[src/verilog/afu_pkg.sv]
`default_nettype none

package afu_pkg;

	// ----------------------------------------------------------
	// widths and field positions
	// ----------------------------------------------------------
	localparam int ADDR_W = 58;
	localparam int LINE_W = 512;
	localparam int READ_NUM_W = 8;
	// batch size is one bit wider than the read count, times four lines
	localparam int LOAD_PTR_W = READ_NUM_W + 3;
	localparam int LINES_PER_READ = 4;

	// handshake line fields
	localparam int TAG0_BIT = 480;
	localparam int TAG1_BIT = 482;
	localparam int BATCH_SIZE_LSB = 448;

	// write encodings
	localparam int FENCE_BIT = 511;
	localparam logic [31:0] STATUS_DONE = 32'd16;

	// write buffer
	localparam int WR_BUF_DEPTH = 8;
	localparam int BUF_PTR_W = $clog2(WR_BUF_DEPTH);
	localparam int BUF_CNT_W = $clog2(WR_BUF_DEPTH + 1);

	typedef logic [ADDR_W-1:0] addr_t;
	typedef logic [LINE_W-1:0] line_t;
	typedef logic [BUF_CNT_W-1:0] buf_cnt_t;

	// ----------------------------------------------------------
	// bundles and opcodes
	// ----------------------------------------------------------
	typedef struct packed {
		logic  valid;
		addr_t addr_1;
		addr_t addr_2;
	} rd_req_t;

	typedef struct packed {
		logic  valid;
		line_t line_k;
		line_t line_l;
	} rsp_pair_t;

	typedef enum logic [1:0] {
		WR_DATA,
		WR_FENCE,
		WR_STATUS
	} wr_kind_e;

	typedef struct packed {
		logic     valid;
		wr_kind_e kind;
		addr_t    addr;
		line_t    data;
	} wr_req_t;

	typedef struct packed {
		addr_t hand_ptr;
		addr_t input_base;
		addr_t output_base;
	} ptr_cfg_t;

	typedef enum logic [2:0] {
		IDLE,
		POLL_REQ,
		POLL_WAIT,
		LOAD,
		DRAIN,
		FENCE_1,
		STATUS,
		FENCE_2
	} batch_state_e;

endpackage

`default_nettype wire

[src/verilog/wr_result.sv]
`default_nettype none

module wr_result (
	input  wire                        CLK_200M,
	input  wire                        reset_n,
	input  wire                        stall,
	input  wire afu_pkg::ptr_cfg_t     cfg,
	input  wire                        capture_data,
	input  wire afu_pkg::rsp_pair_t    pair,
	input  wire                        wr_cmd_valid,
	input  wire afu_pkg::wr_kind_e     wr_cmd,
	output logic                       cmd_ready,
	output logic                       line_written,
	output logic                       cor_tx_wr_valid,
	output logic                       cor_tx_fence_valid,
	output logic [afu_pkg::ADDR_W-1:0] cor_tx_wr_addr,
	output logic [afu_pkg::LINE_W-1:0] cor_tx_data
);

	afu_pkg::wr_req_t fifo_mem [afu_pkg::WR_BUF_DEPTH];
	logic [afu_pkg::BUF_PTR_W-1:0] wr_ptr;
	logic [afu_pkg::BUF_PTR_W-1:0] rd_ptr;
	afu_pkg::buf_cnt_t count;
	afu_pkg::addr_t line_cnt;

	afu_pkg::wr_req_t push_req;
	afu_pkg::wr_req_t head;
	afu_pkg::line_t fence_line;
	afu_pkg::line_t status_line;
	logic data_push;
	logic push;
	logic pop;

	assign data_push = capture_data && pair.valid;
	assign push      = data_push || wr_cmd_valid;
	assign pop       = !stall && (count != '0);
	assign cmd_ready = count == '0;
	assign head      = fifo_mem[rd_ptr];

	// ----------------------------------------------------------
	// write entry build
	// ----------------------------------------------------------
	always_comb begin
		fence_line = '0;
		fence_line[afu_pkg::FENCE_BIT] = 1'b1;
		status_line = '0;
		status_line[afu_pkg::LINE_W-1 -: 32] = afu_pkg::STATUS_DONE;

		// k line is the copy of the input line
		push_req.valid = push;
		push_req.kind  = afu_pkg::WR_DATA;
		push_req.addr  = cfg.output_base + line_cnt;
		push_req.data  = pair.line_k;
		if (!data_push) begin
			push_req.kind = wr_cmd;
			if (wr_cmd == afu_pkg::WR_STATUS) begin
				push_req.addr = cfg.hand_ptr;
				push_req.data = status_line;
			end else begin
				push_req.addr = '0;
				push_req.data = fence_line;
			end
		end
	end

	// ----------------------------------------------------------
	// buffer control and output strobes
	// ----------------------------------------------------------
	always_ff @(posedge CLK_200M) begin
		if (!reset_n) begin
			wr_ptr             <= '0;
			rd_ptr             <= '0;
			count              <= '0;
			line_cnt           <= '0;
			cor_tx_wr_valid    <= 1'b0;
			cor_tx_fence_valid <= 1'b0;
			line_written       <= 1'b0;
		end else begin
			if (push) begin
				wr_ptr <= wr_ptr + 1'b1;
			end
			if (pop) begin
				rd_ptr <= rd_ptr + 1'b1;
			end
			count <= count + afu_pkg::buf_cnt_t'(push) - afu_pkg::buf_cnt_t'(pop);

			// output line index restarts with each batch
			if (!capture_data) begin
				line_cnt <= '0;
			end else if (data_push) begin
				line_cnt <= line_cnt + 1'b1;
			end

			// fences also raise the write strobe, bit 511 marks them
			cor_tx_wr_valid    <= pop && head.valid;
			cor_tx_fence_valid <= pop && (head.kind == afu_pkg::WR_FENCE);
			line_written       <= pop && (head.kind == afu_pkg::WR_DATA);
		end
	end

	always_ff @(posedge CLK_200M) begin
		if (push) begin
			fifo_mem[wr_ptr] <= push_req;
		end
		if (pop) begin
			cor_tx_wr_addr <= head.addr;
			cor_tx_data    <= head.data;
		end
	end

	// read credit in the batch FSM keeps the buffer from overflowing
	a_no_overflow : assert property (
		@(posedge CLK_200M) disable iff (!reset_n)
		push |-> (count != afu_pkg::buf_cnt_t'(afu_pkg::WR_BUF_DEPTH))
	);

endmodule

`default_nettype wire

[config.mk]
export PLATFORM = sky130hd
export DESIGN_NAME = wr_result
export DESIGN_NICKNAME = d
export VERILOG_FILES = /design/src/verilog/afu_pkg.sv /design/src/verilog/wr_result.sv
export SDC_FILE = /design/constraint.sdc
export NUM_CORES = 2
export LEC_CHECK = 0
export BUFFER_PORTS_ARGS = -buffer_cell sky130_fd_sc_hd__buf_2
export CORE_AREA = 2 2 701 703
export CTS_CLUSTER_DIAMETER = 150
export CTS_CLUSTER_SIZE = 8
export DETAILED_ROUTE_END_ITERATION = 7
export DIE_AREA = 0 0 703 705
export SLEW_MARGIN = 20
export SYNTH_ARGS = -nofsm -noshare
export SYNTH_HDL_FRONTEND = slang
export SYNTH_MEMORY_MAX_BITS = 65536
export SYNTH_SLANG_ARGS = --single-unit
[constraint.sdc]
create_clock -name CLK_200M -period 205.8 [get_ports CLK_200M]
set_input_delay 20.58 -clock CLK_200M [delete_from_list [all_inputs] [get_ports CLK_200M]]
set_output_delay 20.58 -clock CLK_200M [all_outputs]
set_load 0.01 [all_outputs]
Yosys cells after proc, flatten, opt, wreduce, memory -nomap -nowiden
Memory sizes are Yosys's and may differ from the RTL's. A register that Yosys moved wholly into a read port is not among the register bits.
Index checks and enable logic that the tools add are counted.
- input port bits: 1206
- logic and storage cells: 35
- register bits: 641
- memories: 1
- bits in writable memories: 4584
- output and inout port bits: 574
- reductions and logical operators: 11
- equality and inequality tests: 2
- add/sub/neg operators: 6
- multiplexer cells: 6
- memory list (name ; depth ; width ; rd ports ; clocked after memory_dff ; write ports ; RTL line ; text):
    fifo_mem ; 8 ; 573 ; 1 ; 1 ; 1 ; wr_result.sv:20 ; afu_pkg::wr_req_t fifo_mem [afu_pkg::WR_BUF_DEPTH];
- operators by type and width (kind ; number):
    2-to-1 mux 572 bit ; 1
    2-to-1 mux 570 bit ; 1
    adder 58 x 1 -> 58 bit, second input constant ; 1
    adder 58 bit ; 1
    adder 3 x 1 -> 3 bit, second input constant ; 2
    2-to-1 mux 3 bit ; 2
    logical AND 1 bit ; 5
    adder 4 x 1 -> 4 bit ; 1
    zero test 4 bit ; 1
    nonzero test 4 bit ; 1
    subtractor 4 x 1 -> 4 bit ; 1
    == test 2 x 1 -> 1 bit, second input constant ; 1
    == test 2 bit, second input constant ; 1
    zero test 2 bit ; 1
    2-to-1 mux 1 bit ; 2
    AND reduction 2 bit ; 1
    zero test 1 bit ; 1
    logical OR 1 bit ; 1

Longest topological paths before layout
- depth in word-level cells: 4
- gate-level depth with buffers: 13
- depth with buffers taken out: 13

Least setup slack after synthesis
Ideal clock, no wire load.
- kind: input -> register
- start point: input port capture_data
- end point: memory fifo_mem[2][0] (netlist bit) (enable)
- cell stages on the path: 5
- arrival: 79.403 ns
- data required time: 202.692 ns
- setup time: 3.108 ns
- path slack: 123.289 ns
- buffers on the path: 2
- cell sequence: buf_2 -> and2_1 -> clkbuf_1 -> nor2_1 -> nor4b_1
- word-level cells in the longest chain between the ends: 4
- RTL lines (item ; RTL line ; text):
    start: declaration ; wr_result.sv:8 ; input wire capture_data,
    logical AND 1 bit ; wr_result.sv:34 ; assign data_push = capture_data && pair.valid;
    logical OR 1 bit ; wr_result.sv:35 ; assign push = data_push || wr_cmd_valid;
    2-to-1 mux 1 bit ; wr_result.sv:102 ; if (push) begin
    2-to-1 mux 1 bit (not written as such) ; wr_result.sv:103 ; fifo_mem[wr_ptr] <= push_req;
    end: declaration ; wr_result.sv:20 ;
No other way between the ends.

Worst setup path in the final report
- start point: input port pair[1024] (netlist bit)
- end point: memory fifo_mem[1][330] (netlist bit) (enable)
- word-level cells in the longest chain between the ends: 4
- RTL lines (item ; RTL line ; text):
    start: declaration ; wr_result.sv:9 ; input wire afu_pkg::rsp_pair_t pair,
    logical AND 1 bit ; wr_result.sv:34 ;
    logical OR 1 bit ; wr_result.sv:35 ;
    net push ; wr_result.sv:31 ; logic push;
    2-to-1 mux 1 bit ; wr_result.sv:102 ;
    2-to-1 mux 1 bit (not written as such) ; wr_result.sv:103 ;
The timed path passes the listed nets, and every way through them passes these cells.

==> results.txt <==
The commonest cells after synthesis are 5154 x sky130_fd_sc_hd__edfxtp_1, 1146 x sky130_fd_sc_hd__mux4_2, 570 x sky130_fd_sc_hd__mux2_2, 520 x sky130_fd_sc_hd__and3_1, 364 x sky130_fd_sc_hd__clkbuf_1. TritonCTS built the clock tree. The kind of cell with the highest combined delay along the critical path is buffers and inverters. After clock tree synthesis, the setup repair step added 0 buffers. The leakage power came out at 77.30 nW. For the initial antenna violation count, the log shows 234. The synthesized design contains 5228 register bits. Setup repair after global routing left no endpoint under its margin.

The power density relative to cell area works out to 12.24 nW/µm². The number of stages on the worst hold path is 2, and the final non-filler cell area is 233100 µm². For the register-to-register setup slack, the log shows 198.42 ns. The largest stage delay on the critical path came out at 0.82 ns. The dominant register cell in the synthesized netlist was sky130_fd_sc_hd__edfxtp_1.

The worst setup path is of the primary input to flip-flop kind. Adder-cell share of the synthesized area: 0.004289. By instance count, the leading cell after synthesis is sky130_fd_sc_hd__edfxtp_1. The global-route met2 utilization came out at 0.3198. The number of slew-limit violations in the final report is 0. By instance count, the cell type seen most on the critical path is sky130_fd_sc_hd__buf_4. Summed over all layers, the global routing overflow is 0. The length of the first detailed-routing pass in iterations is 6. The multi-input logic area came out at 40820 µm². The number of buffer and inverter stages on the critical path came out at 11. The headroom to the max-slew limit was 0.1767; the part of the power in registers was 0.459. The final standard cell count with taps included and fillers excluded is 17.14k, and the full die area is 495600 µm². For this design, the CTS-stage hold fixing added 0 buffers.

Counting every instance in the synthesized netlist gives 8805. From bottom edge to top edge, the die measures 705 µm. Once the clock tree was built, the resizer swapped 0 gates to a different size.

The tools report the standard cell area after detailed placement as 213100 µm². The clock group share of total power is 0.371, and the total number of yosys warnings is 0. The run gives 151 as the maximum number of pins on one net before global-route repair. By area the synthesized netlist is led by sky130_fd_sc_hd__edfxtp_1 78%, sky130_fd_sc_hd__mux4_2 13%, sky130_fd_sc_hd__mux2_2 3.2%. For the met3 track demand over resource, the log shows 0.06814.

Detailed placement finished with a half-perimeter wire length of 311.8 mm. The sum of negative setup slack was 0 ns. The xor-xnor portion of the synthesized cell area works out to 0.004711. The maximum vdd drop is 0.008972 mV, and the fraction of registers with async set/reset is 0. The internal power of the cells was 2.129 mW.

The port buffer count came out at 1209. The number of I/O pins came out at 1780. For the maximum achievable frequency, the log shows 36.74 MHz. The run gives 16.20k as the total placed cells including tap cells.

The clock transition at the registers of the reported paths is 0.05 ns, and the average wire per cell in the routed design is 30.57 µm. Counting the fill cells in the layout gives 39.54k. The classification of the worst-slack hold path is flip-flop to flip-flop. The total wire length is 524.0 mm.

The synthesized-area fraction occupied by ao, oa, aoi and oai cells is 0.008258, and the fraction of final layout cells sized beyond drive strength 1 is 0.3722. In this run, synthesis inferred 5154 flip-flops with an integrated enable. Walking the worst path, the cells encountered are buf_8 -> and2_1 -> buf_4 -> nor2_1 -> buf_4 -> inv_1 -> nand2_1 -> nor3_2 -> buf_4 -> buf_4 -> buf_4 -> buf_4 -> buf_4 -> buf_4 -> buf_4.

At the pin with the least slew margin, the transition time is 1.235 ns. The via density per instance works out to 5.676. The post-route fraction of the period consumed by the critical path was 0.1323; the required time at the endpoint of the critical path was 206.43 ns. The startpoint of the most critical hold path is line_cnt[26].

Once routing completed, OpenROAD measured the worst setup slack at 178.58 ns. For the register cell area after layout, the log shows 156300 µm². Dominant combinational cell family by area after synthesis: multiplexers. The power spent charging and discharging nets came out at 0.7250 mW. Global-route usage over all layers: 0.2054. The layout overhead on the synthesized area is 17.18%. The kind of launch point of the worst setup path was a primary input. The post-synthesis simple-gate area fraction works out to 0.02524. The clock reaches the later pin of the worst-skew pair after 1.09 ns. The tools report the nature of the critical path endpoint as a flip-flop.

Synthesis produced a netlist with a net count of 10.08k. The average cell area after synthesis is 22.59 µm², and the sink count of the clock tree is 5228. In this run the remaining antenna-violating nets after routing total 0. The deepest level of the CTS H-tree is 6. On the critical path, the stage with the largest delay is an instance of sky130_fd_sc_hd__buf_4. For the worst flop-to-flop path, the logic depth is 9. The switching portion of total power came out at 0.2541. The DRC violation total after the first TritonRoute iteration is 11.74k, and the number of maximum-capacitance violations is 0.

Final hold analysis gives a worst-case slack of 0.5087 ns. For the global placement routability congestion, the log shows 0.8543. The wire length of the first global-routing pass was 734.2 mm; the initial standard-cell utilization of the core was 0.4076. The via count of the first global-routing pass was 98.98k.

Data arrives at the worst endpoint at 27.85 ns. The tools report the fraction of power consumed by combinational cells as 0.170. Clock skew on the completed layout was measured at 0.09736 ns. The biggest fanout along the worst timing path is 49, and the number of clock buffers inserted by TritonCTS is 724. The path with the worst hold slack has its endpoint at line_cnt[26].

The initialized floorplan defines 257 standard-cell rows. Setup slack at placement: 177.34 ns. In this run the most used layer during global routing was met2. The met1 usage in global routing is 0.2798.

After detailed routing, the number of remaining DRC violations is 0. The end of the worst register-to-register path was cor_tx_data[309]. The run finished with clean final reports. Overall power consumption after layout is estimated at 2.854 mW.

The region available for standard cell placement spans 488100 µm². The detailed router placed 97.29k vias in this run. The die extent in x came out at 703 µm. Counting distinct cell types in the post-synthesis netlist gives 66. The maximum buffer depth of the clock tree came out at 4. The tools report the final standard cell utilization of the core as 0.4776.

The post-synthesis instance area came out at 198900 µm². For the count of final hold-check violations, the log shows 0. The cell accounting for the most synthesized area is sky130_fd_sc_hd__edfxtp_1. Setup violations remaining at the end of the flow were counted as 0. The mux share of post-synthesis cell area was 0.1623; the final layout net count was 11.72k.

The proportion of synthesized chip area in sequential cells was 0.7854; the top cell type's share of synthesized area was 0.7780. The final period demand of the worst path is 27.22 ns. The root buffer cell chosen for the clock tree is sky130_fd_sc_hd__clkbuf_16.
-- kinds of logic after synthesis --
logic type | after synthesis
fa+ha+maj | 67
simple gates | 895
flops | 5228
compound gates | 273
buf+inv | 513
mux | 1722
xor+xnor | 107
-- final cells by class --
cell class	count	share of cell area
flip-flops and latches	5228	0.6703
inverters	35	0.0005636
well taps	6475	0.03475
multi-input cells	3064	0.1751
clock inverters	58	0.005711
diodes	92	0.0009876
clock buffers	792	0.07918
repair buffers	1396	0.03342
-- worst reg2reg max path, cell delays in order (launching register included) --
cell	delay, ns
sky130_fd_sc_hd__dfxtp_4	0.82
sky130_fd_sc_hd__buf_4	0.72
sky130_fd_sc_hd__buf_4	0.66
sky130_fd_sc_hd__buf_4	0.77
sky130_fd_sc_hd__buf_4	0.82
sky130_fd_sc_hd__buf_4	0.80
sky130_fd_sc_hd__buf_4	0.67
sky130_fd_sc_hd__buf_4	0.90
sky130_fd_sc_hd__mux4_2	0.63
sky130_fd_sc_hd__mux2_2	0.35
-- power by group through the flow --
stage | registers, mW | clock network, mW | logic [mW]
floorplan | 1.42 | 0 | 0.307
global placement | 1.33 | 0 | 0.491
detailed placement | 1.33 | 0 | 0.494
CTS | 1.31 | 1.08 | 0.496
global route | 1.31 | 1.12 | 0.520
finish | 1.31 | 1.06 | 0.484
-- metal layers --
metal  wire (µm)  share of wire
met1      207600           0.40
met2      245000           0.47
met3       58010           0.11
met4       12630          0.024
met5         794         0.0015
-- cell usage in the layout (no fill, tap or decap), types with 93 or more instances in the layout --
cell type and instances:
sky130_fd_sc_hd__edfxtp_1 5154, sky130_fd_sc_hd__buf_2 1207, sky130_fd_sc_hd__mux4_2 1146, sky130_fd_sc_hd__clkbuf_16 728
sky130_fd_sc_hd__mux2_2 570, sky130_fd_sc_hd__and3_1 520, sky130_fd_sc_hd__buf_4 161, sky130_fd_sc_hd__nand2_1 132
sky130_fd_sc_hd__nor2_1 105, sky130_fd_sc_hd__o21ai_0 93
-- worst max-delay path by stage --
stage	from	to	depth (start not counted)	slack, ns
after floorplan	capture_data	fifo_mem[2][0]	5	123.29
after global placement	pair[1024]	fifo_mem[1][264]	15	177.37
after detailed placement	pair[1024]	fifo_mem[1][264]	15	177.34
after CTS	pair[1024]	fifo_mem[1][330]	15	178.49
after global routing	pair[1024]	fifo_mem[1][330]	15	178.26
final	pair[1024]	fifo_mem[1][330]	15	178.58
-- sequential cells by signal, summed over array words and instances (netlist names), named ones only --
name and count:
count 4, cor_tx_wr_valid 1, cor_tx_fence_valid 1, fifo_mem 4584, wr_ptr 3, rd_ptr 3
line_written 1, cor_tx_data 512, line_cnt 58, cor_tx_wr_addr 58
Note: power is estimated with default switching activity, not from simulation.
