## src/verilog/afu_pkg.sv

```systemverilog
`default_nettype none

package afu_pkg;

	// ----------------------------------------------------------
	// widths and field positions
	// ----------------------------------------------------------
	localparam int ADDR_W = 58;
	localparam int LINE_W = 512;
	localparam int READ_NUM_W = 8;
	// batch size is one bit wider than the read count, times four lines
	localparam int LOAD_PTR_W = READ_NUM_W + 3;
	localparam int LINES_PER_READ = 4;

	// handshake line fields
	localparam int TAG0_BIT = 480;
	localparam int TAG1_BIT = 482;
	localparam int BATCH_SIZE_LSB = 448;

	// write encodings
	localparam int FENCE_BIT = 511;
	localparam logic [31:0] STATUS_DONE = 32'd16;

	// write buffer
	localparam int WR_BUF_DEPTH = 8;
	localparam int BUF_PTR_W = $clog2(WR_BUF_DEPTH);
	localparam int BUF_CNT_W = $clog2(WR_BUF_DEPTH + 1);

	typedef logic [ADDR_W-1:0] addr_t;
	typedef logic [LINE_W-1:0] line_t;
	typedef logic [BUF_CNT_W-1:0] buf_cnt_t;

	// ----------------------------------------------------------
	// bundles and opcodes
	// ----------------------------------------------------------
	typedef struct packed {
		logic  valid;
		addr_t addr_1;
		addr_t addr_2;
	} rd_req_t;

	typedef struct packed {
		logic  valid;
		line_t line_k;
		line_t line_l;
	} rsp_pair_t;

	typedef enum logic [1:0] {
		WR_DATA,
		WR_FENCE,
		WR_STATUS
	} wr_kind_e;

	typedef struct packed {
		logic     valid;
		wr_kind_e kind;
		addr_t    addr;
		line_t    data;
	} wr_req_t;

	typedef struct packed {
		addr_t hand_ptr;
		addr_t input_base;
		addr_t output_base;
	} ptr_cfg_t;

	typedef enum logic [2:0] {
		IDLE,
		POLL_REQ,
		POLL_WAIT,
		LOAD,
		DRAIN,
		FENCE_1,
		STATUS,
		FENCE_2
	} batch_state_e;

endpackage

`default_nettype wire

```

## src/verilog/rd_pair_issue.sv

```systemverilog
`default_nettype none

module rd_pair_issue (
	input  wire                        CLK_200M,
	input  wire                        reset_n,
	input  wire                        stall,
	input  wire afu_pkg::rd_req_t      rd_req,
	output logic                       issue_busy,
	output logic                       cor_tx_rd_valid,
	output logic [afu_pkg::ADDR_W-1:0] cor_tx_rd_addr
);

	logic have_1;
	logic have_2;
	logic accept;
	afu_pkg::addr_t addr_1_q;
	afu_pkg::addr_t addr_2_q;

	assign issue_busy = have_1 | have_2;
	assign accept     = rd_req.valid && !issue_busy;

	always_ff @(posedge CLK_200M) begin
		if (!reset_n) begin
			have_1          <= 1'b0;
			have_2          <= 1'b0;
			cor_tx_rd_valid <= 1'b0;
		end else begin
			cor_tx_rd_valid <= 1'b0;
			if (accept) begin
				have_1 <= 1'b1;
				have_2 <= 1'b1;
			end else if (!stall && have_1) begin
				have_1          <= 1'b0;
				cor_tx_rd_valid <= 1'b1;
			end else if (!stall && have_2) begin
				have_2          <= 1'b0;
				cor_tx_rd_valid <= 1'b1;
			end
		end
	end

	always_ff @(posedge CLK_200M) begin
		if (accept) begin
			addr_1_q <= rd_req.addr_1;
			addr_2_q <= rd_req.addr_2;
		end
		// first half goes out first
		if (!stall && have_1) begin
			cor_tx_rd_addr <= addr_1_q;
		end else if (!stall && have_2) begin
			cor_tx_rd_addr <= addr_2_q;
		end
	end

	// registered stall keeps the read port quiet one cycle later
	a_rd_stall : assert property (
		@(posedge CLK_200M) disable iff (!reset_n)
		stall |=> !cor_tx_rd_valid
	);

endmodule

`default_nettype wire

```

## config.mk

```make
export PLATFORM = sky130hd
export DESIGN_NAME = rd_pair_issue
export DESIGN_NICKNAME = d
export VERILOG_FILES = /design/src/verilog/afu_pkg.sv /design/src/verilog/rd_pair_issue.sv
export SDC_FILE = /design/constraint.sdc
export NUM_CORES = 1
export LEC_CHECK = 0
export BUFFER_PORTS_ARGS = -buffer_cell sky130_fd_sc_hd__buf_2
export CORE_MARGIN = 2
export CORE_UTILIZATION = 30
export DETAILED_ROUTE_END_ITERATION = 7
export GPL_TIMING_DRIVEN = 0
export PLACE_DENSITY = 0.53
export SLEW_MARGIN = 25
export SYNTH_ARGS = -nofsm -noshare
export SYNTH_HDL_FRONTEND = slang
export SYNTH_SLANG_ARGS = --single-unit
```

## constraint.sdc

```tcl
create_clock -name CLK_200M -period 7.3 [get_ports CLK_200M]
set_input_delay 1.46 -clock CLK_200M [delete_from_list [all_inputs] [get_ports CLK_200M]]
set_output_delay 1.46 -clock CLK_200M [all_outputs]
set_load 0.05 [all_outputs]
```

# ---- Word-level counts from Yosys, hierarchy flattened
# Index checks and enable logic that the tools add are counted.
dict set report op_classes {
  div 0
  n_bitwise 2
  n_shift 0
  mux 9
  magnitude_cmp 0
  n_eq_ne 1
  n_reduce_logical 10
  n_mul 0
  add_sub_neg 0
}
# cell count
set op_table {}
lappend op_table {{$mux W58} 2}
lappend op_table {{$mux W1} 7}
lappend op_table {{$reduce_bool A2 Y1} 3}
lappend op_table {{$logic_and A1 B1 Y1} 3}
lappend op_table {{$logic_not A1 Y1} 2}
lappend op_table {{$ne A2 B2 Y1 const B} 1}
lappend op_table {{$reduce_and A2 Y1} 1}
lappend op_table {{$reduce_or A2 Y1} 1}
lappend op_table {{$not A1 Y1} 1}
lappend op_table {{$or A1 B1 Y1} 1}
dict set report word_totals {
  input_bits 120
  word_cells 28
  latch_bits 0
  mem_count 0
  regBits 177
  mem_bits_rw 0
  out_inout_bits 60
  romBits 0
}

# ---- Depth between registers and ports, before layout
# Gate-level depths: netlist of the first run.
dict set report logic_depth {
  depth_word 5
  depth_mapped 4
  ltp_nobuf 2
}

# ---- Least setup slack after synthesis of the first run
# No wires, ideal clock.
dict set report synth_timing {
  path_type {input-to-reg}
  start {in rd_req[116] (netlist name)}
  end {reg addr_1_q[0], enable pin}
  path_buffers 0
  path_stages 2
  required_time_ps 6831
  arrival_time_ps 4178
  setup_time_ps 469
  slack_ps 2653
  path_cell_list {or3b_2 -> inv_1}
}
dict set report synth_between {
  elab_chain_len 1
}
# item line_no
set synth_rtl {}
lappend synth_rtl {{start, declared} rd_pair_issue.sv:7} ;# input wire afu_pkg::rd_req_t rd_req,
lappend synth_rtl {{$logic_and A1 B1 Y1} rd_pair_issue.sv:20} ;# assign accept = rd_req.valid && !issue_busy;
lappend synth_rtl {{named net accept} rd_pair_issue.sv:15} ;# logic accept;
lappend synth_rtl {{end signal, assigned} rd_pair_issue.sv:44} ;# addr_1_q <= rd_req.addr_1;
lappend synth_rtl {{end, declared} rd_pair_issue.sv:16} ;# afu_pkg::addr_t addr_1_q;
# The timed path passes the listed nets, and every way through them passes these cells.
# A chain may end at the register's enable or synchronous reset.

# ---- Worst setup path in the final report of the first run
dict set report layout_timing {
  start {reg have_1}
  end {out issue_busy}
}
dict set report layout_between {
  elab_chain_len 1
}
# item line_no
set layout_rtl {}
lappend layout_rtl {{start, declared} rd_pair_issue.sv:13} ;# logic have_1;
lappend layout_rtl {{start signal, assigned} rd_pair_issue.sv:24} ;# have_1 <= 1'b0;
lappend layout_rtl {{start signal, assigned} rd_pair_issue.sv:30} ;# have_1 <= 1'b1;
lappend layout_rtl {{start signal, assigned} rd_pair_issue.sv:33} ;# have_1 <= 1'b0;
lappend layout_rtl {{$or A1 B1 Y1} rd_pair_issue.sv:19} ;# assign issue_busy = have_1 | have_2;
lappend layout_rtl {{end, declared} rd_pair_issue.sv:8} ;# output logic issue_busy,
# Every way passes these cells.

==> results.tsv, run 1 <==
metric	value	unit
gp_congestion	0.6953	
syn_inst	252	
fin_nets	573	
final.period_utilization	0.3829	
coreArea	20170	µm²
required	5.84	ns
post_cts_buffers	0	
worst_clock_skew	0.006288	ns
dr.pass1.iters	4	
holdCritPathClass	reg2reg	
track_usage	0.1094	
setup_viol	0	
antenna_found_initial	0	
synth.distinct_cells	14	
cp-end-kind	primary output	
synth_seq_area_share	0.8620	
via_count	2990	
clk_path_buf_depth	2	
cpMaxStageDelayCell	dfxtp_1	
p_int	1.792	mW
cts_sinks	177	
syn_to_final_growth	30.82	%
r2r_end	addr_2_q[54]	
initial_utilization	0.3040	
clk_latency	0.41	ns
vias_per_cell	4.063	
synth_top_area_frac	0.8522	
grt_max_degree	73	
placementRows	52	
postRouteAntennaNets	0	
crit_fanout	5	
synth_edf_count	174	
synthArstFlopShare	0	
power-per-cell-area	290.8	nW/µm²
comb_power_share	0.097	
critical_path_buf_inv_count	2	
crit_chain	nor2_1 > inv_1 > buf_2	
gr-total-overflow	0	
ys_seq_elements	177	
numCtsBuffers	17	
io_pins	180	
synth_ff_type	edfxtp_1	
grt_pass1_vias	3192	
wl	11270	µm
max_freq	357.8	MHz
cpLargestDelayFamily	flip-flops	
cpPeakStageDelay	0.36	ns
synthesis.nets	372	
timing.hold.ws	0.4925	ns
leakagePower	3.082	nW
hold_depth	2	
netlist_top_cells_area	edfxtp_1, mux2_2, mux2_4, dfxtp_1, buf_6	
clockRootBuffer	clkbuf_16	
avgSynthCellArea	24.33	µm²
synth_area	6131	µm²
cts_resized	0	
sequentialPowerShare	0.525	
crit_arrival	1.33	ns
antenna_cells	0	
max-vdd-ir-drop	0.1378	mV
hold_violations	0	
port_buffers	179	
synth_top_cell_by_area	edfxtp_1	
yosys_warnings	0	
switching_share	0.2317	
relSlewSlack	0.5594	
tns	0	ns
cts_hold_buf	0	
yosysMostFrequentCell	edfxtp_1	
htreeDepth	4	
wl_per_cell	15.31	µm
fin_crit	2.795	ns
drive_above_1_share	0.5944	
status	completed	
hp-start	have_2	
drt_iter0_drc	95	
slew_viol_final	0	
clkPwrFrac	0.378	
hpwlAfterDp	7696	µm
tightest_slew	0.6593	ns
critPathKind	reg2out	
cp-start-kind	flip-flop	
drv_cap	0	
die_h	147.0	µm
reg2regPathDepth	3	
die_area	21600	µm²
rsz0062_at_grt	no	
rrSetupSlack	5.29	ns
min_to	have_2	
p_switching	540.3	µW
drc	0	
clk_pin_slew	0.06	ns
rr_startpoint	have_1	
die_x	147.0	µm
grt_pass1_wl	17660	µm
synth_common_cells	edfxtp_1, mux2_2, mux2_4	
cts_tree	done	
-- final cells by class --
class,count,area (µm²)
tap,270,337.8
timing repair buffer,182,970.9
sequential,177,5285
clock inverter,13,135.1
multi-input combinational,67,797.0
inverter,2,12.51
fill,1866,12150
clock buffer,19,432.9
buffer,6,48.80
-- worst max path at each step --
| stage | depth (start not counted) | slack [ns] | start | end |
|---|---|---|---|---|
| after floorplan | 2 | 2.65 | rd_req[116] | addr_1_q[0] |
| after global placement | 2 | 0.98 | stall | cor_tx_rd_addr[36] |
| after detailed placement | 4 | 4.10 | rd_req[116] | addr_2_q[55] |
| after CTS | 3 | 4.46 | have_1 | issue_busy |
| after global routing | 3 | 4.42 | have_1 | issue_busy |
| final | 3 | 4.51 | have_1 | issue_busy |
-- routing by layer --
layer / global-route usage / vias to the layer above / part of all wire
met3: 0.05031 / 9 / 0.071
li1: - / 1401 / -
met1: 0.1259 / 1473 / 0.40
met2: 0.1838 / 107 / 0.52
met4: 0.03317 / 0 / 0.0099
met5: 0 / - / 0
-- cell families after synthesis --
kind of cell           count (synthesis)  synth area share
DFF                                  177            0.8620
and+or+nand+nor                        6          0.006735
AOI/OAI and AO/OA                      3          0.003264
muxes                                 58            0.1188
buffers and inverters                  8          0.009183
-- registers in the layout, indices dropped and copies added (netlist names) --
name,count
addr_1_q,58
have_1,1
cor_tx_rd_addr,58
cor_tx_rd_valid,1
have_2,1
addr_2_q,58
-- power by group through the flow --
stage | sequential (mW) | clock, mW | combinational (mW)
6_report | 1.22 | 0.881 | 0.227
5_1_grt | 1.23 | 0.953 | 0.244
4_1_cts | 1.23 | 0.908 | 0.232
3_5_place_dp | 1.25 | 0 | 0.232
3_3_place_gp | 1.26 | 0 | 0.216
2_1_floorplan | 1.32 | 0 | 0.0744
-- metrics by stage --
step	area (µm²)	utilization	instances	setup slack [ns]	power, mW
after floorplan	6131	-	252	2.653	1.397
after global placement	7365	0.3651	701	0.9785	1.472
after detailed placement	7452	0.3695	704	4.102	1.479
after CTS	8020	0.3976	736	4.460	2.366
after global routing	8020	0.3976	736	4.419	2.427
final	8020	0.3976	736	4.505	2.332
-- placed cells by master (no fill, tap or decap) --
cell | netlist | routed
nand2b_4 | 1 | 1
a21boi_0 | 2 | 2
inv_6 | 0 | 4
buf_2 | 3 | 182
nor2_4 | 0 | 1
o21ai_0 | 1 | 1
nor2_1 | 2 | 1
edfxtp_1 | 174 | 174
buf_12 | 0 | 1
clkinv_2 | 0 | 1
buf_6 | 3 | 3
clkbuf_16 | 0 | 17
clkinv_1 | 0 | 3
dfxtp_1 | 3 | 3
clkinvlp_4 | 0 | 2
bufinv_16 | 0 | 2
inv_1 | 2 | 1
or3b_2 | 1 | 1
clkinv_4 | 0 | 2
clkbuf_1 | 0 | 2
mux2_4 | 20 | 20
nand2_1 | 1 | 1
buf_16 | 0 | 2
nor3b_1 | 1 | 1
mux2_2 | 38 | 38
-- worst min-delay path, cell delays in order (launching register included) --
cell and delay [ns]:
dfxtp_1 0.31, o21ai_0 0.06, a21boi_0 0.07
Note: power is estimated with default switching activity, not from simulation.
==> run 2, diff against run 1 <==
Settings changed: ABC_AREA from default to 1.
Clock period 7.3 ns to 2.6 ns, I/O delays scaled along.
==> run 2 against run 1 <==
Global-route usage up 1.5 points. Critical path type is now reg2reg. Die area up 0.78%. Register-to-register slack worse by 4.9 ns. Critical endpoint is now addr_1_q[52].
==> results.tsv, run 2 <==
metric	value	unit	change
synth-compound-area-share	0.002430		-0.0008357
synth-simple-area-share	0.1217		+0.1149
die_h	147.5	µm	+0.39%
grt_pass1_vias	3764		+18%
drt_iter0_drc	177		+86%
htreeDepth	4		unchanged
top_regs	addr_1_q x58, addr_2_q x58, cor_tx_rd_addr x58		
gp_congestion	0.6944		-0.13%
cts_hold_buf	0		unchanged
dp_cells	837		+19%
yosys_warnings	0		unchanged
power-per-cell-area	811.6	nW/µm²	+180%
synthesis.nets	503		+35%
initial_utilization	0.3054		+0.001434
clk_path_buf_depth	2		unchanged
post_cts_buffers	0		unchanged
die_area	21760	µm²	+0.78%
wl_met2	6158	µm	+5.2%
die_x	147.5	µm	+0.39%
port_buffers	179		unchanged
antenna_cells	0		unchanged
status	completed		
wl_per_cell	14.94	µm	-2.4%
synth_top_family_by_area	simple AND/OR/NAND/NOR gates		
holdCritPathClass	in2reg		
synthMuxAreaShare	0		-0.1188
cp-end-kind	flip-flop		
numCtsBuffers	17		unchanged
synth-xor-area-share	0		unchanged
final_common_cell	buf_2		
vias_per_cell	4.263		+4.9%
final_cell_mix	buf_2, edfxtp_1, nand2_1		
hold_depth	1		-1
yosysMostFrequentCell	edfxtp_1		
synth_top_cell_by_area	edfxtp_1		
leakagePower	3.280	nW	+6.4%
max-vdd-ir-drop	0.4173	mV	+200%
crit_fanout	35		+30
placementRows	52		unchanged
slew_viol_final	0		unchanged
drc	0		unchanged
startpoint	have_1		
required	2.71	ns	-3.13 ns
gr-total-overflow	0		unchanged
cts_sinks	177		unchanged
rr_startpoint	have_1		
cts_resized	0		unchanged
synth_common_cells	edfxtp_1, nand2_1, nand3_1		
hpwlAfterDp	8951	µm	+16%
hp-start	rd_req[21]		
drive_above_1_share	0.3846		-0.2098
critPathKind	reg2reg		
netlist_top_cells_area	edfxtp_1, nand2_1, nand3_1, dfxtp_1, buf_6		
grt_max_degree	36		-51%
track_usage	0.1249		+0.01549
synthAdderAreaFrac	0		unchanged
synth_seq_area_share	0.8552		-0.006807
dr.pass1.iters	5		+1
grt_pass1_wl	20640	µm	+17%
synth_edf_count	174		unchanged
final_cells	868		+18%
worst_clock_skew	0.009976	ns	+0.003688 ns
tightest_slew	0.6858	ns	+0.02647 ns
hold_violations	0		unchanged
fin_ws	0.3470	ns	-4.158 ns
cp-start-kind	flip-flop		
via_count	3700		+24%
synth.distinct_cells	16		+2
postRouteAntennaNets	0		unchanged
coreArea	20230	µm²	+0.32%
dr_wl_met3	921	µm	+15%
fin_nets	706		+23%
relSlewSlack	0.5418		-0.01756
syn_to_final_growth	31.32	%	
rsz0062_at_grt	no		
crit_arrival	2.36	ns	+1.03 ns
synth_ff_type	edfxtp_1		
synthArstFlopShare	0		unchanged
final_util	0.4011		+0.003421
clk_latency	0.42	ns	about the same
avgSynthCellArea	16.13	µm²	-34%
cts_tree	done		
syn_inst	383		+52%
final.period_utilization	0.8665		
synth_area	6180	µm²	+0.80%
top_layer_used	met5		
fin_crit	2.253	ns	
clk_pin_slew	0.07	ns	about the same
ys_seq_elements	177		unchanged
drv_cap	0		unchanged
synth_top_area_frac	0.8455		-0.006730
wl_met1	5739	µm	+27%
dpl_worst_slack	0.3082	ns	-3.794 ns
io_pins	180		unchanged
clockRootBuffer	clkbuf_16		
setup_viol	0		unchanged
antenna_found_initial	3		+3
reg2regPathDepth	6		+3
max_freq	443.9	MHz	
wl	12970	µm	+15%
==> run 2: cell types whose count changed in the layout (fill, tap and decap cells not counted), moves of 3 or more <==
cell      change
mux2_4       -20
nand3_1      +58
buf_12        +3
buf_2         +3
clkbuf_1      +5
mux2_2       -38
nand2_1     +116
clkinv_2      +3
==> run 2: layout make-up <==
class / count / area [µm²]
well taps: 270 / 337.8
inverters: 4 / 18.77
repair buffers: 184 / 1003
multi-input cells: 183 / 793.3
flip-flops and latches: 177 / 5285
clock inverters: 14 / 138.9
fillers: 1923 / 12120
plain buffers: 19 / 112.6
clock buffers: 17 / 425.4
==> run 2: metal layers <==
metal	global-route usage	up-vias
li1	-	1787
met1	0.1624	1761
met2	0.1967	135
met3	0.04691	13
met4	0.03558	4
met5	0	-
==> run 2: report_power, final <==
part           switching [mW]  internal, mW
logic                   0.491         0.192
clock network            1.05          1.41
registers              0.0485          3.40
==> run 2: worst paths after layout <==
| path | end | slack [ns] |
|---|---|---|
| hold reg to reg | have_2 | 0.50 |
| hold / removal | addr_2_q[21] | 0.28 |
| setup reg to reg | addr_1_q[52] | 0.35 |
| setup / recovery | addr_1_q[52] | 0.35 |
==> run 2: through the flow <==
step           power, mW  setup TNS (ns)  hold slack, ns  instance area [µm²]
2_1_floorplan      3.934          -7.211          0.4594                 6205
3_3_place_gp       4.170         -171.11          0.4702                 7438
3_5_place_dp       4.206               0          0.4944                 7551
4_1_cts            6.704               0          0.2483                 8115
5_1_grt            6.891               0          0.2396                 8115
6_report           6.587               0          0.2754                 8115
==> run 2: cell families (layout without fill, tap and decap cells) <==
group | Yosys count | after routing
flip-flops | 177 | 177
buffers and inverters | 23 | 238
AO/OA/AOI/OAI | 3 | 3
AND/OR/NAND/NOR | 180 | 180
==> run 2: worst max-delay path: stages, from the launching register on <==
cell	delay, ns
dfxtp_1	0.30
buf_4	0.16
nor2_2	0.35
nand2_8	0.09
clkinvlp_4	0.50
buf_12	0.29
buf_12	0.22
