**src/verilog/afu_pkg.sv**
```systemverilog
`default_nettype none

package afu_pkg;

	// ----------------------------------------------------------
	// widths and field positions
	// ----------------------------------------------------------
	localparam int ADDR_W = 58;
	localparam int LINE_W = 512;
	localparam int READ_NUM_W = 8;
	// batch size is one bit wider than the read count, times four lines
	localparam int LOAD_PTR_W = READ_NUM_W + 3;
	localparam int LINES_PER_READ = 4;

	// handshake line fields
	localparam int TAG0_BIT = 480;
	localparam int TAG1_BIT = 482;
	localparam int BATCH_SIZE_LSB = 448;

	// write encodings
	localparam int FENCE_BIT = 511;
	localparam logic [31:0] STATUS_DONE = 32'd16;

	// write buffer
	localparam int WR_BUF_DEPTH = 8;
	localparam int BUF_PTR_W = $clog2(WR_BUF_DEPTH);
	localparam int BUF_CNT_W = $clog2(WR_BUF_DEPTH + 1);

	typedef logic [ADDR_W-1:0] addr_t;
	typedef logic [LINE_W-1:0] line_t;
	typedef logic [BUF_CNT_W-1:0] buf_cnt_t;

	// ----------------------------------------------------------
	// bundles and opcodes
	// ----------------------------------------------------------
	typedef struct packed {
		logic  valid;
		addr_t addr_1;
		addr_t addr_2;
	} rd_req_t;

	typedef struct packed {
		logic  valid;
		line_t line_k;
		line_t line_l;
	} rsp_pair_t;

	typedef enum logic [1:0] {
		WR_DATA,
		WR_FENCE,
		WR_STATUS
	} wr_kind_e;

	typedef struct packed {
		logic     valid;
		wr_kind_e kind;
		addr_t    addr;
		line_t    data;
	} wr_req_t;

	typedef struct packed {
		addr_t hand_ptr;
		addr_t input_base;
		addr_t output_base;
	} ptr_cfg_t;

	typedef enum logic [2:0] {
		IDLE,
		POLL_REQ,
		POLL_WAIT,
		LOAD,
		DRAIN,
		FENCE_1,
		STATUS,
		FENCE_2
	} batch_state_e;

endpackage

`default_nettype wire

```
**src/verilog/batch_ctrl.sv**
```systemverilog
`default_nettype none

module batch_ctrl (
	input  wire                          CLK_200M,
	input  wire                          reset_n,
	input  wire                          core_start,
	input  wire afu_pkg::ptr_cfg_t       cfg,
	input  wire                          stall,
	input  wire                          pair_valid,
	input  wire                          tag0,
	input  wire                          tag1,
	input  wire [afu_pkg::READ_NUM_W:0]  batch_size,
	input  wire                          issue_busy,
	output afu_pkg::rd_req_t             rd_req,
	input  wire                          line_written,
	input  wire                          cmd_ready,
	output logic                         wr_cmd_valid,
	output afu_pkg::wr_kind_e            wr_cmd,
	output logic                         capture_data
);

	typedef logic [afu_pkg::LOAD_PTR_W-1:0] load_ptr_t;

	afu_pkg::batch_state_e state;
	logic polling_tag;
	logic [afu_pkg::READ_NUM_W:0] batch_size_q;
	load_ptr_t load_ptr;
	load_ptr_t cl_num;
	afu_pkg::buf_cnt_t credit;

	logic credit_ok;
	logic tag_match;
	logic rd_accept;
	logic load_issue;

	assign cl_num    = load_ptr_t'(batch_size_q) * load_ptr_t'(afu_pkg::LINES_PER_READ);
	assign credit_ok = credit != afu_pkg::buf_cnt_t'(afu_pkg::WR_BUF_DEPTH);
	assign tag_match = polling_tag ? tag1 : tag0;

	assign rd_accept    = rd_req.valid && !issue_busy;
	assign load_issue   = rd_accept && (state == afu_pkg::LOAD);
	assign capture_data = (state == afu_pkg::LOAD) || (state == afu_pkg::DRAIN);

	// ----------------------------------------------------------
	// read pair requests
	// ----------------------------------------------------------

	// both halves of a pair carry the same address
	always_comb begin
		rd_req = '0;
		if (state == afu_pkg::POLL_REQ) begin
			rd_req.valid  = 1'b1;
			rd_req.addr_1 = cfg.hand_ptr;
			rd_req.addr_2 = cfg.hand_ptr;
		end else if (state == afu_pkg::LOAD && load_ptr != cl_num && credit_ok) begin
			rd_req.valid  = 1'b1;
			rd_req.addr_1 = cfg.input_base + afu_pkg::addr_t'(load_ptr);
			rd_req.addr_2 = cfg.input_base + afu_pkg::addr_t'(load_ptr);
		end
	end

	// ----------------------------------------------------------
	// write commands
	// ----------------------------------------------------------
	always_comb begin
		wr_cmd_valid = 1'b0;
		wr_cmd       = afu_pkg::WR_FENCE;
		case (state)
			afu_pkg::FENCE_1: begin
				wr_cmd_valid = cmd_ready;
			end
			afu_pkg::STATUS: begin
				wr_cmd_valid = cmd_ready;
				wr_cmd       = afu_pkg::WR_STATUS;
			end
			afu_pkg::FENCE_2: begin
				wr_cmd_valid = cmd_ready;
			end
			default: begin
				wr_cmd_valid = 1'b0;
			end
		endcase
	end

	// ----------------------------------------------------------
	// batch FSM
	// ----------------------------------------------------------
	always_ff @(posedge CLK_200M) begin
		if (!reset_n) begin
			state       <= afu_pkg::IDLE;
			polling_tag <= 1'b0;
			load_ptr    <= '0;
			credit      <= '0;
		end else begin
			// lines in flight between read issue and write out
			credit <= credit + afu_pkg::buf_cnt_t'(load_issue)
				- afu_pkg::buf_cnt_t'(line_written);

			case (state)
				afu_pkg::IDLE: begin
					if (core_start) begin
						state <= afu_pkg::POLL_REQ;
					end
				end
				afu_pkg::POLL_REQ: begin
					if (rd_accept) begin
						state <= afu_pkg::POLL_WAIT;
					end
				end
				afu_pkg::POLL_WAIT: begin
					if (pair_valid) begin
						if (tag_match) begin
							// tag flips per batch and survives IDLE
							polling_tag <= ~polling_tag;
							load_ptr    <= '0;
							state       <= afu_pkg::LOAD;
						end else begin
							state <= afu_pkg::POLL_REQ;
						end
					end
				end
				afu_pkg::LOAD: begin
					if (load_ptr == cl_num) begin
						state <= afu_pkg::DRAIN;
					end else if (rd_accept) begin
						load_ptr <= load_ptr + 1'b1;
					end
				end
				afu_pkg::DRAIN: begin
					if (credit == '0) begin
						state <= afu_pkg::FENCE_1;
					end
				end
				afu_pkg::FENCE_1: begin
					if (cmd_ready) begin
						state <= afu_pkg::STATUS;
					end
				end
				afu_pkg::STATUS: begin
					if (cmd_ready) begin
						state <= afu_pkg::FENCE_2;
					end
				end
				afu_pkg::FENCE_2: begin
					if (cmd_ready) begin
						state <= afu_pkg::IDLE;
					end
				end
				default: begin
					state <= afu_pkg::IDLE;
				end
			endcase
		end
	end

	always_ff @(posedge CLK_200M) begin
		if (state == afu_pkg::POLL_WAIT && pair_valid && tag_match) begin
			batch_size_q <= batch_size;
		end
	end

	// write buffer room is owed to every read in flight
	a_credit_limit : assert property (
		@(posedge CLK_200M) disable iff (!reset_n)
		rd_accept |-> (credit != afu_pkg::buf_cnt_t'(afu_pkg::WR_BUF_DEPTH))
	);

endmodule

`default_nettype wire

```
**config.mk**
```make
export PLATFORM = sky130hd
export DESIGN_NAME = batch_ctrl
export DESIGN_NICKNAME = d
export VERILOG_FILES = /design/src/verilog/afu_pkg.sv /design/src/verilog/batch_ctrl.sv
export SDC_FILE = /design/constraint.sdc
export NUM_CORES = 1
export LEC_CHECK = 0
export BUFFER_PORTS_ARGS = -buffer_cell sky130_fd_sc_hd__buf_2
export CORE_AREA = 10 10 113 115
export CTS_CLUSTER_DIAMETER = 100
export DETAILED_ROUTE_END_ITERATION = 12
export DIE_AREA = 0 0 123 125
export PLACE_DENSITY = 0.86
export SYNTH_ARGS = -nofsm -noshare
export SYNTH_HDL_FRONTEND = slang
export SYNTH_SLANG_ARGS = --single-unit
```
**constraint.sdc**
```tcl
create_clock -name CLK_200M -period 7.3 [get_ports CLK_200M]
set_input_delay 0.73 -clock CLK_200M [delete_from_list [all_inputs] [get_ports CLK_200M]]
set_output_delay 0.73 -clock CLK_200M [all_outputs]
set_load 0.01 [all_outputs]
```
# Yosys cells after proc, flatten, opt, wreduce, memory -nomap -nowiden
# Cells that the tools add are included.
totals:
  in_bits: 193
  elab_cells: 66
  register_bits: 28
  out_inout_bits: 121
classes:
  n_eq_ne: 21
  n_bitwise: 1
  muxes: 20
  n_reduce_logical: 15
  addsub: 4
op_table:
  columns: ["operator", "count"]
  rows:
  - ["117-bit 2-to-1 mux", 2]
  - ["58-bit by 11-bit adder with 58-bit output", 1]
  - ["11-bit 2-to-1 mux", 4]
  - ["3-bit 2-to-1 mux", 8]
  - ["3-bit one-hot mux with 8 select lines", 1]
  - ["11-bit one-hot mux with 2 select lines", 1]
  - ["2-bit inequality test (second input constant)", 9]
  - ["3-bit equality test (second input constant)", 4]
  - ["11-bit by 1-bit adder with 11-bit output (second input constant)", 1]
  - ["11-bit equality test", 1]
  - ["11-bit inequality test", 1]
  - ["8-bit AND reduction", 1]
  - ["3-bit by 2-bit equality test with 1-bit output (second input constant)", 2]
  - ["1-bit logical AND", 6]
  - ["5-bit AND reduction", 1]
  - ["4-bit by 1-bit adder with 4-bit output", 1]
  - ["4-bit logical NOT", 1]
  - ["2-bit 2-to-1 mux", 2]
  - ["2-bit by 1-bit inequality test with 1-bit output (second input constant)", 2]
  - ["4-bit inequality test (second input constant)", 1]
  - ["4-bit by 1-bit subtractor with 4-bit output", 1]
  - ["3-bit by 1-bit equality test with 1-bit output (second input constant)", 1]
  - ["3-bit logical NOT", 1]
  - ["3-bit AND reduction", 1]
  - ["6 further kinds", 7]

# Longest topological paths before layout
# Gate-level depths: netlist of the first run.
logic_depth:
  depth_word: 9
  ltp_mapped: 13
  mapped_depth_nobuf: 12

# Least setup slack after synthesis of the first run
# OpenSTA, ideal clock, no wires.
synth_timing:
  path_type: "in2out"
  from: "input port cfg[58] in the netlist's numbering"
  to: "output port rd_req[90] in the netlist's numbering"
  cell_stages: 11
  required_time_ns: 6.570
  t_arrival_ns: 2.978
  n_path_buf: 2
  slack_ns: 3.592
  path_cell_list: "ha_1 -> inv_1 -> fa_1 -> nand2b_1 -> a21oi_1 -> o31ai_1 -> buf_2 -> a2111oi_2 -> xnor2_1 -> o21ai_0 -> buf_4"
synth_rtl:
  columns: ["element", "line_no", "text"]
  rows:
  - ["start: declaration", "batch_ctrl.sv:7", "input wire afu_pkg::ptr_cfg_t cfg,"]
  - ["end: declaration", "batch_ctrl.sv:14", "output afu_pkg::rd_req_t rd_req,"]

==> results.json, run 1 <==
{
  "status": "finished, final reports clean",
  "r2r-end": "credit[2]",
  "drive_above_1_share_pct": 37.59,
  "coreArea_um2": 10600,
  "slew_viol_final": 0,
  "worstSkewPairLatency_ps": 280,
  "ir_drop_mv": 0.1789,
  "p_leak_nw": 2.540,
  "cts_buffers": 3,
  "hold_start": "load_ptr[1]",
  "report.power.total_mw": 1.006,
  "synth_seq_cells": 28,
  "clock_path_buffers": 2,
  "cts_tree": "yes",
  "ys_types": 62,
  "synth_most_common_cell": "nand2_1",
  "min_path_cells": 2,
  "holdPathEnd": "load_ptr[1]",
  "cp-end-kind": "output pin",
  "gp_congestion": 0.9365,
  "crit_arrival_ps": 3430,
  "async_flop_share_pct": 0,
  "tightestPinTransition_ps": 982.4,
  "worstPathCellList": "buf_2 > ha_1 > inv_1 > fa_1 > nand2b_1 > a21oi_1 > o31ai_4 > buf_4 > a2111oi_0 > xnor2_1 > o21ai_0 > buf_2",
  "dieArea_um2": 15380,
  "cp_common_cell": "buf_2",
  "r2r_cells": 11,
  "crit_slowest_cell": "a2111oi_0",
  "skew_ps": 2.005,
  "synth_warnings": 0,
  "powerDensity_nw_per_um2": 182.3,
  "finalWorstSetupSlack_ps": 3136,
  "die_w_um": 123,
  "cts_setup_buffers": 0,
  "antenna_found_initial": 3,
  "cp.required_ps": 6570,
  "min_period_ps": 4164,
  "synthesis.nets": 829,
  "r2r_slack_ps": 4360,
  "holdWs_ps": 550.9,
  "avgSynthCellArea_um2": 7.304,
  "io_pins": 314,
  "cp-start-kind": "input pin",
  "synth_top_area_cell": "xnor2_1",
  "cap_viol_max_count": 0,
  "critPathKind": "in2out",
  "vias": 5246,
  "cts.repair.resized": 0,
  "max_freq_mhz": 240.1,
  "ys_seq_area_share_pct": 14.48,
  "synthCells": 615,
  "synth_edf_count": 9,
  "root_buffer": "clkbuf_8",
  "fp.dieH_um": 125,
  "relSlewSlack_pct": 34.51,
  "rsz0062_at_grt": "false",
  "grt_max_degree": 55,
  "start_util_pct": 42.36,
  "slowest_delay_ps": 580,
  "cts_sinks": 28,
  "grt_first_pass_wirelength_mm": 26.35,
  "worstPathMaxFanout": 23,
  "finalHoldViolations": 0,
  "dpl.hpwl_mm": 14.22,
  "hold_buffers": 0,
  "synth_common_cells": "90 x nand2_1, 58 x buf_4, 56 x xnor2_1, 45 x o21ai_0, 33 x inv_1",
  "place_ws_ps": 3153,
  "fin_crit_sh_pct": 57.04,
  "wl_per_cell_um": 18.54,
  "synth_area_leaders": "xnor2_1 11%, buf_4 9.7%, dfxtp_1 8.5%, nand2_1 7.5%, edfxtp_1 6.0%",
  "setup_violations": 0,
  "antenna_left": 0,
  "dr.pass1.iters": 5,
  "drt_iter0_markers": 442,
  "ys_dominant_reg_cell": "dfxtp_1",
  "drc": 0,
  "synthesis.area_um2": 4492,
  "grt_pass1_vias": 5139,
  "grt_overflow": 0,
  "r2r_start": "load_ptr[4]",
  "num_rows": 38,
  "min_path_type": "reg2reg",
  "yosys.area.top_type_share_pct": 10.92,
  "vias_per_cell": 5.629,
  "nets": 1005,
  "io_buffer_count": 254,
  "finalWirelength_mm": 17.28,
  "finalSetupTns_ps": 0,
  "clkTransAtPathRegs_ps": 100,
  "track_usage_pct": 20.55,
  "cts_max_level": 1,
  "area_delta_synth_final_pct": 22.87
}
[through the flow]
step	cell area, um2	util (%)	cells
2_1_floorplan	4492	-	615
3_3_place_gp	5443	51.33	926
3_5_place_dp	5443	51.33	926
4_1_cts	5514	52.01	930
5_1_grt	5519	52.05	932
6_report	5519	52.05	932
[worst max-delay path, delay by kind of cell]
family                     cells  cell delay [ps]
AOI/OAI and AO/OA              4             1230
xor gates and xnor gates       1              130
buffers and inverters          4              570
adders and majority gates      2              530
and+or+nand+nor                1              220
[state kept, by name, summed over array words and instances, names as in the netlist]
register and cells:
load_ptr 11, batch_size_q 9, credit 4, state 3, polling_tag 1
[per-layer routing]
metal | track usage, % | share of wire (%) | vias to the layer above
met1 | 22.72 | 38 | 2425
met3 | 3.735 | 8.4 | 42
met5 | 0 | 0.075 | -
met2 | 37.95 | 51 | 260
li1 | - | - | 2517
met4 | 7.060 | 2.5 | 2
[worst max-delay path by stage]
stage / startpoint / endpoint / slack [ps] / cells past startpoint
after floorplan: cfg[58] / rd_req[90] / 3590 / 11
after global placement: cfg[58] / rd_req[84] / 3210 / 12
after detailed placement: cfg[58] / rd_req[84] / 3150 / 12
after CTS: cfg[58] / rd_req[84] / 3150 / 12
after global routing: cfg[58] / rd_req[28] / 2970 / 12
final: cfg[58] / rd_req[84] / 3140 / 12
[where the power goes]
part,total (mW),switching (mW),internal (mW)
registers,0.202,0.0224,0.180
clock network,0.124,0.0505,0.0735
logic,0.680,0.409,0.271
[cell usage in the layout, fill, tap and decap left out, drive strengths merged, types with 4 or more instances in the layout]
cell       n
o21ai     61
nand3     22
nand2     90
nor2      20
a31oi      4
or2        4
xnor2     56
edfxtp     9
dfxtp     19
inv       33
and4       4
nand4     23
nor3b      4
nor4       6
nor3      13
ha        19
a2111oi   18
and3       8
a211o      6
a211oi    19
nor2b      7
buf      260
nand2b     6
o31ai     11
and2       8
a21oi     16
[area by class of cell]
type / count / area, um2
clock buffer: 3 / 41.29
tap: 140 / 175.2
clock inverter: 1 / 30.03
sequential: 28 / 650.6
inverter: 33 / 123.9
timing repair buffer: 260 / 1316
antenna: 2 / 5.005
multi-input combinational: 465 / 3177
fill: 1043 / 5084
[logic make-up after synthesis]
logic type | Yosys count | synth area share (%)
buffers and inverters | 122 | 15.52
XOR/XNOR | 59 | 11.50
AND/OR/NAND/NOR | 223 | 25.60
multiplexers | 4 | 0.9192
flip-flops | 28 | 14.48
AO/OA/AOI/OAI | 158 | 25.79
adder cells (fa/ha/maj) | 21 | 6.184
(Power assumes the default switching activity.)
==> run 2, diff against run 1 <==
--- a/config.mk
+++ b/config.mk
@@ -6,10 +6,10 @@
 export NUM_CORES = 1
 export LEC_CHECK = 0
 export BUFFER_PORTS_ARGS = -buffer_cell sky130_fd_sc_hd__buf_2
-export CORE_AREA = 10 10 113 115
+export CORE_MARGIN = 10
+export CORE_UTILIZATION = 43
 export CTS_CLUSTER_DIAMETER = 100
 export DETAILED_ROUTE_END_ITERATION = 12
-export DIE_AREA = 0 0 123 125
 export PLACE_DENSITY = 0.86
 export SYNTH_ARGS = -nofsm -noshare
 export SYNTH_HDL_FRONTEND = slang
==> constraint.sdc (replaced) <==
create_clock -name CLK_200M -period 4 [get_ports CLK_200M]
set_input_delay 0.4 -clock CLK_200M [delete_from_list [all_inputs] [get_ports CLK_200M]]
set_output_delay 0.4 -clock CLK_200M [all_outputs]
set_load 0.01 [all_outputs]
==> results.json, run 2 (same netlist as run 1, synthesis figures left out) <==
{
  "status": "finished, final reports clean",
  "worstPathMaxFanout": 16,
  "report.power.total_mw": 1.852,
  "rsz0062_at_grt": "false",
  "r2r_slack_ps": 1000,
  "holdWs_ps": 292.8,
  "grt_overflow": 0,
  "die_w_um": 122.2,
  "cts_setup_buffers": 0,
  "drc": 0,
  "largest-register": "load_ptr",
  "finalWirelength_mm": 16.92,
  "dr.pass1.iters": 4,
  "dp.cells": 927,
  "final_common_cell": "buf_2",
  "hold_buffers": 0,
  "finalHoldViolations": 0,
  "fin_crit_sh_pct": 94.45,
  "instances_no_fill": 931,
  "worstSkewPairLatency_ps": 270,
  "vias": 5164,
  "vias_per_cell": 5.547,
  "grt_first_pass_wirelength_mm": 25.47,
  "drt_iter0_markers": 308,
  "coreArea_um2": 10230,
  "antenna_found_initial": 0,
  "tightestPinTransition_ps": 1018,
  "largest_reg_flops": 11,
  "antenna_left": 0,
  "n_antenna_cell": 0,
  "dieArea_um2": 14930,
  "crit_arrival_ps": 3380,
  "start_util_pct": 43.90,
  "clkTransAtPathRegs_ps": 90,
  "cts_max_level": 1,
  "cp-start-kind": "register",
  "setup_violations": 0,
  "max_freq_mhz": 264.7,
  "nFillCells": 1018,
  "wl_per_cell_um": 18.18,
  "num_rows": 37,
  "skew_ps": 2.199,
  "relSlewSlack_pct": 32.11,
  "area_delta_synth_final_pct": 23.76,
  "cp.required_ps": 3600,
  "cts_tree": "yes",
  "powerDensity_nw_per_um2": 333.2,
  "min_period_ps": 3778,
  "final_cell_mix": "254 x buf_2, 90 x nand2_1, 56 x xnor2_1, 45 x o21ai_0, 33 x inv_1",
  "grt_pass1_vias": 5028,
  "dpl.hpwl_mm": 14.08,
  "cts.repair.resized": 0,
  "cts_buffers": 3,
  "p_leak_nw": 2.567,
  "grt_max_degree": 53,
  "critPathKind": "reg2out",
  "nets": 1010,
  "ir_drop_mv": 0.2692,
  "track_usage_pct": 20.52,
  "io_pins": 314,
  "cp-end-kind": "output pin",
  "slew_viol_final": 0,
  "fp.dieH_um": 122.2,
  "min_path_type": "in2reg",
  "clock_path_buffers": 2,
  "io_buffer_count": 254,
  "cts_sinks": 28,
  "gp_congestion": 0.9456,
  "drive_above_1_share_pct": 37.99,
  "finalSetupTns_ps": 0,
  "cap_viol_max_count": 0,
  "root_buffer": "clkbuf_8",
  "top_regs": "load_ptr: 11 flops, batch_size_q: 9 flops, credit: 4 flops"
}
[run 2: worst paths after layout]
check,to,cells past startpoint,start
max,rd_req[78],11,load_ptr[0]
min,batch_size_q[2],1,batch_size[2]
max reg2reg,credit[2],11,load_ptr[6]
min reg2reg,load_ptr[10],2,load_ptr[10]
[run 2: metal layers]
layer	vias to the layer above	GRT usage (%)	wire, um
li1	2539	-	-
met1	2370	21.93	6373
met2	228	39.40	8783
met3	27	4.533	1445
met4	0	5.449	321
met5	-	0	0
[run 2: through the flow]
stage          cell area [um2]  setup WS (ps)  util, %
6_report                  5559          222.2    54.34
5_1_grt                   5559          20.83    54.34
4_1_cts                   5559          286.9    54.34
3_5_place_dp              5488          453.8    53.64
3_3_place_gp              5488          511.7    53.64
2_1_floorplan             4492          951.5        -
[run 2: where the power goes]
part           total (mW)  leakage, nW  internal, mW  switching (mW)
Clock               0.220       0.0357         0.134          0.0864
Sequential          0.368        0.236         0.328          0.0408
Combinational        1.26         2.30         0.512           0.751
Total                1.85         2.57         0.974           0.878
[run 2: area by class of cell]
| type | count | area [um2] | share of cell area [%] |
|---|---|---|---|
| timing repair buffer | 265 | 1366 | 24.58 |
| inverter | 33 | 123.9 | 2.228 |
| sequential | 28 | 650.6 | 11.70 |
| clock inverter | 1 | 30.03 | 0.5402 |
| tap | 136 | 170.2 | 3.061 |
| clock buffer | 3 | 41.29 | 0.7427 |
| multi-input combinational | 465 | 3177 | 57.15 |
[run 2: critical path, stage by stage (launching register included)]
cell and delay, ps:
dfxtp_1 450, ha_1 210, inv_1 50, fa_1 380, nand2b_1 210, a21oi_1 350
o31ai_4 290, buf_4 250, a211oi_1 280, xnor2_1 100, o21ai_0 310, buf_2 210
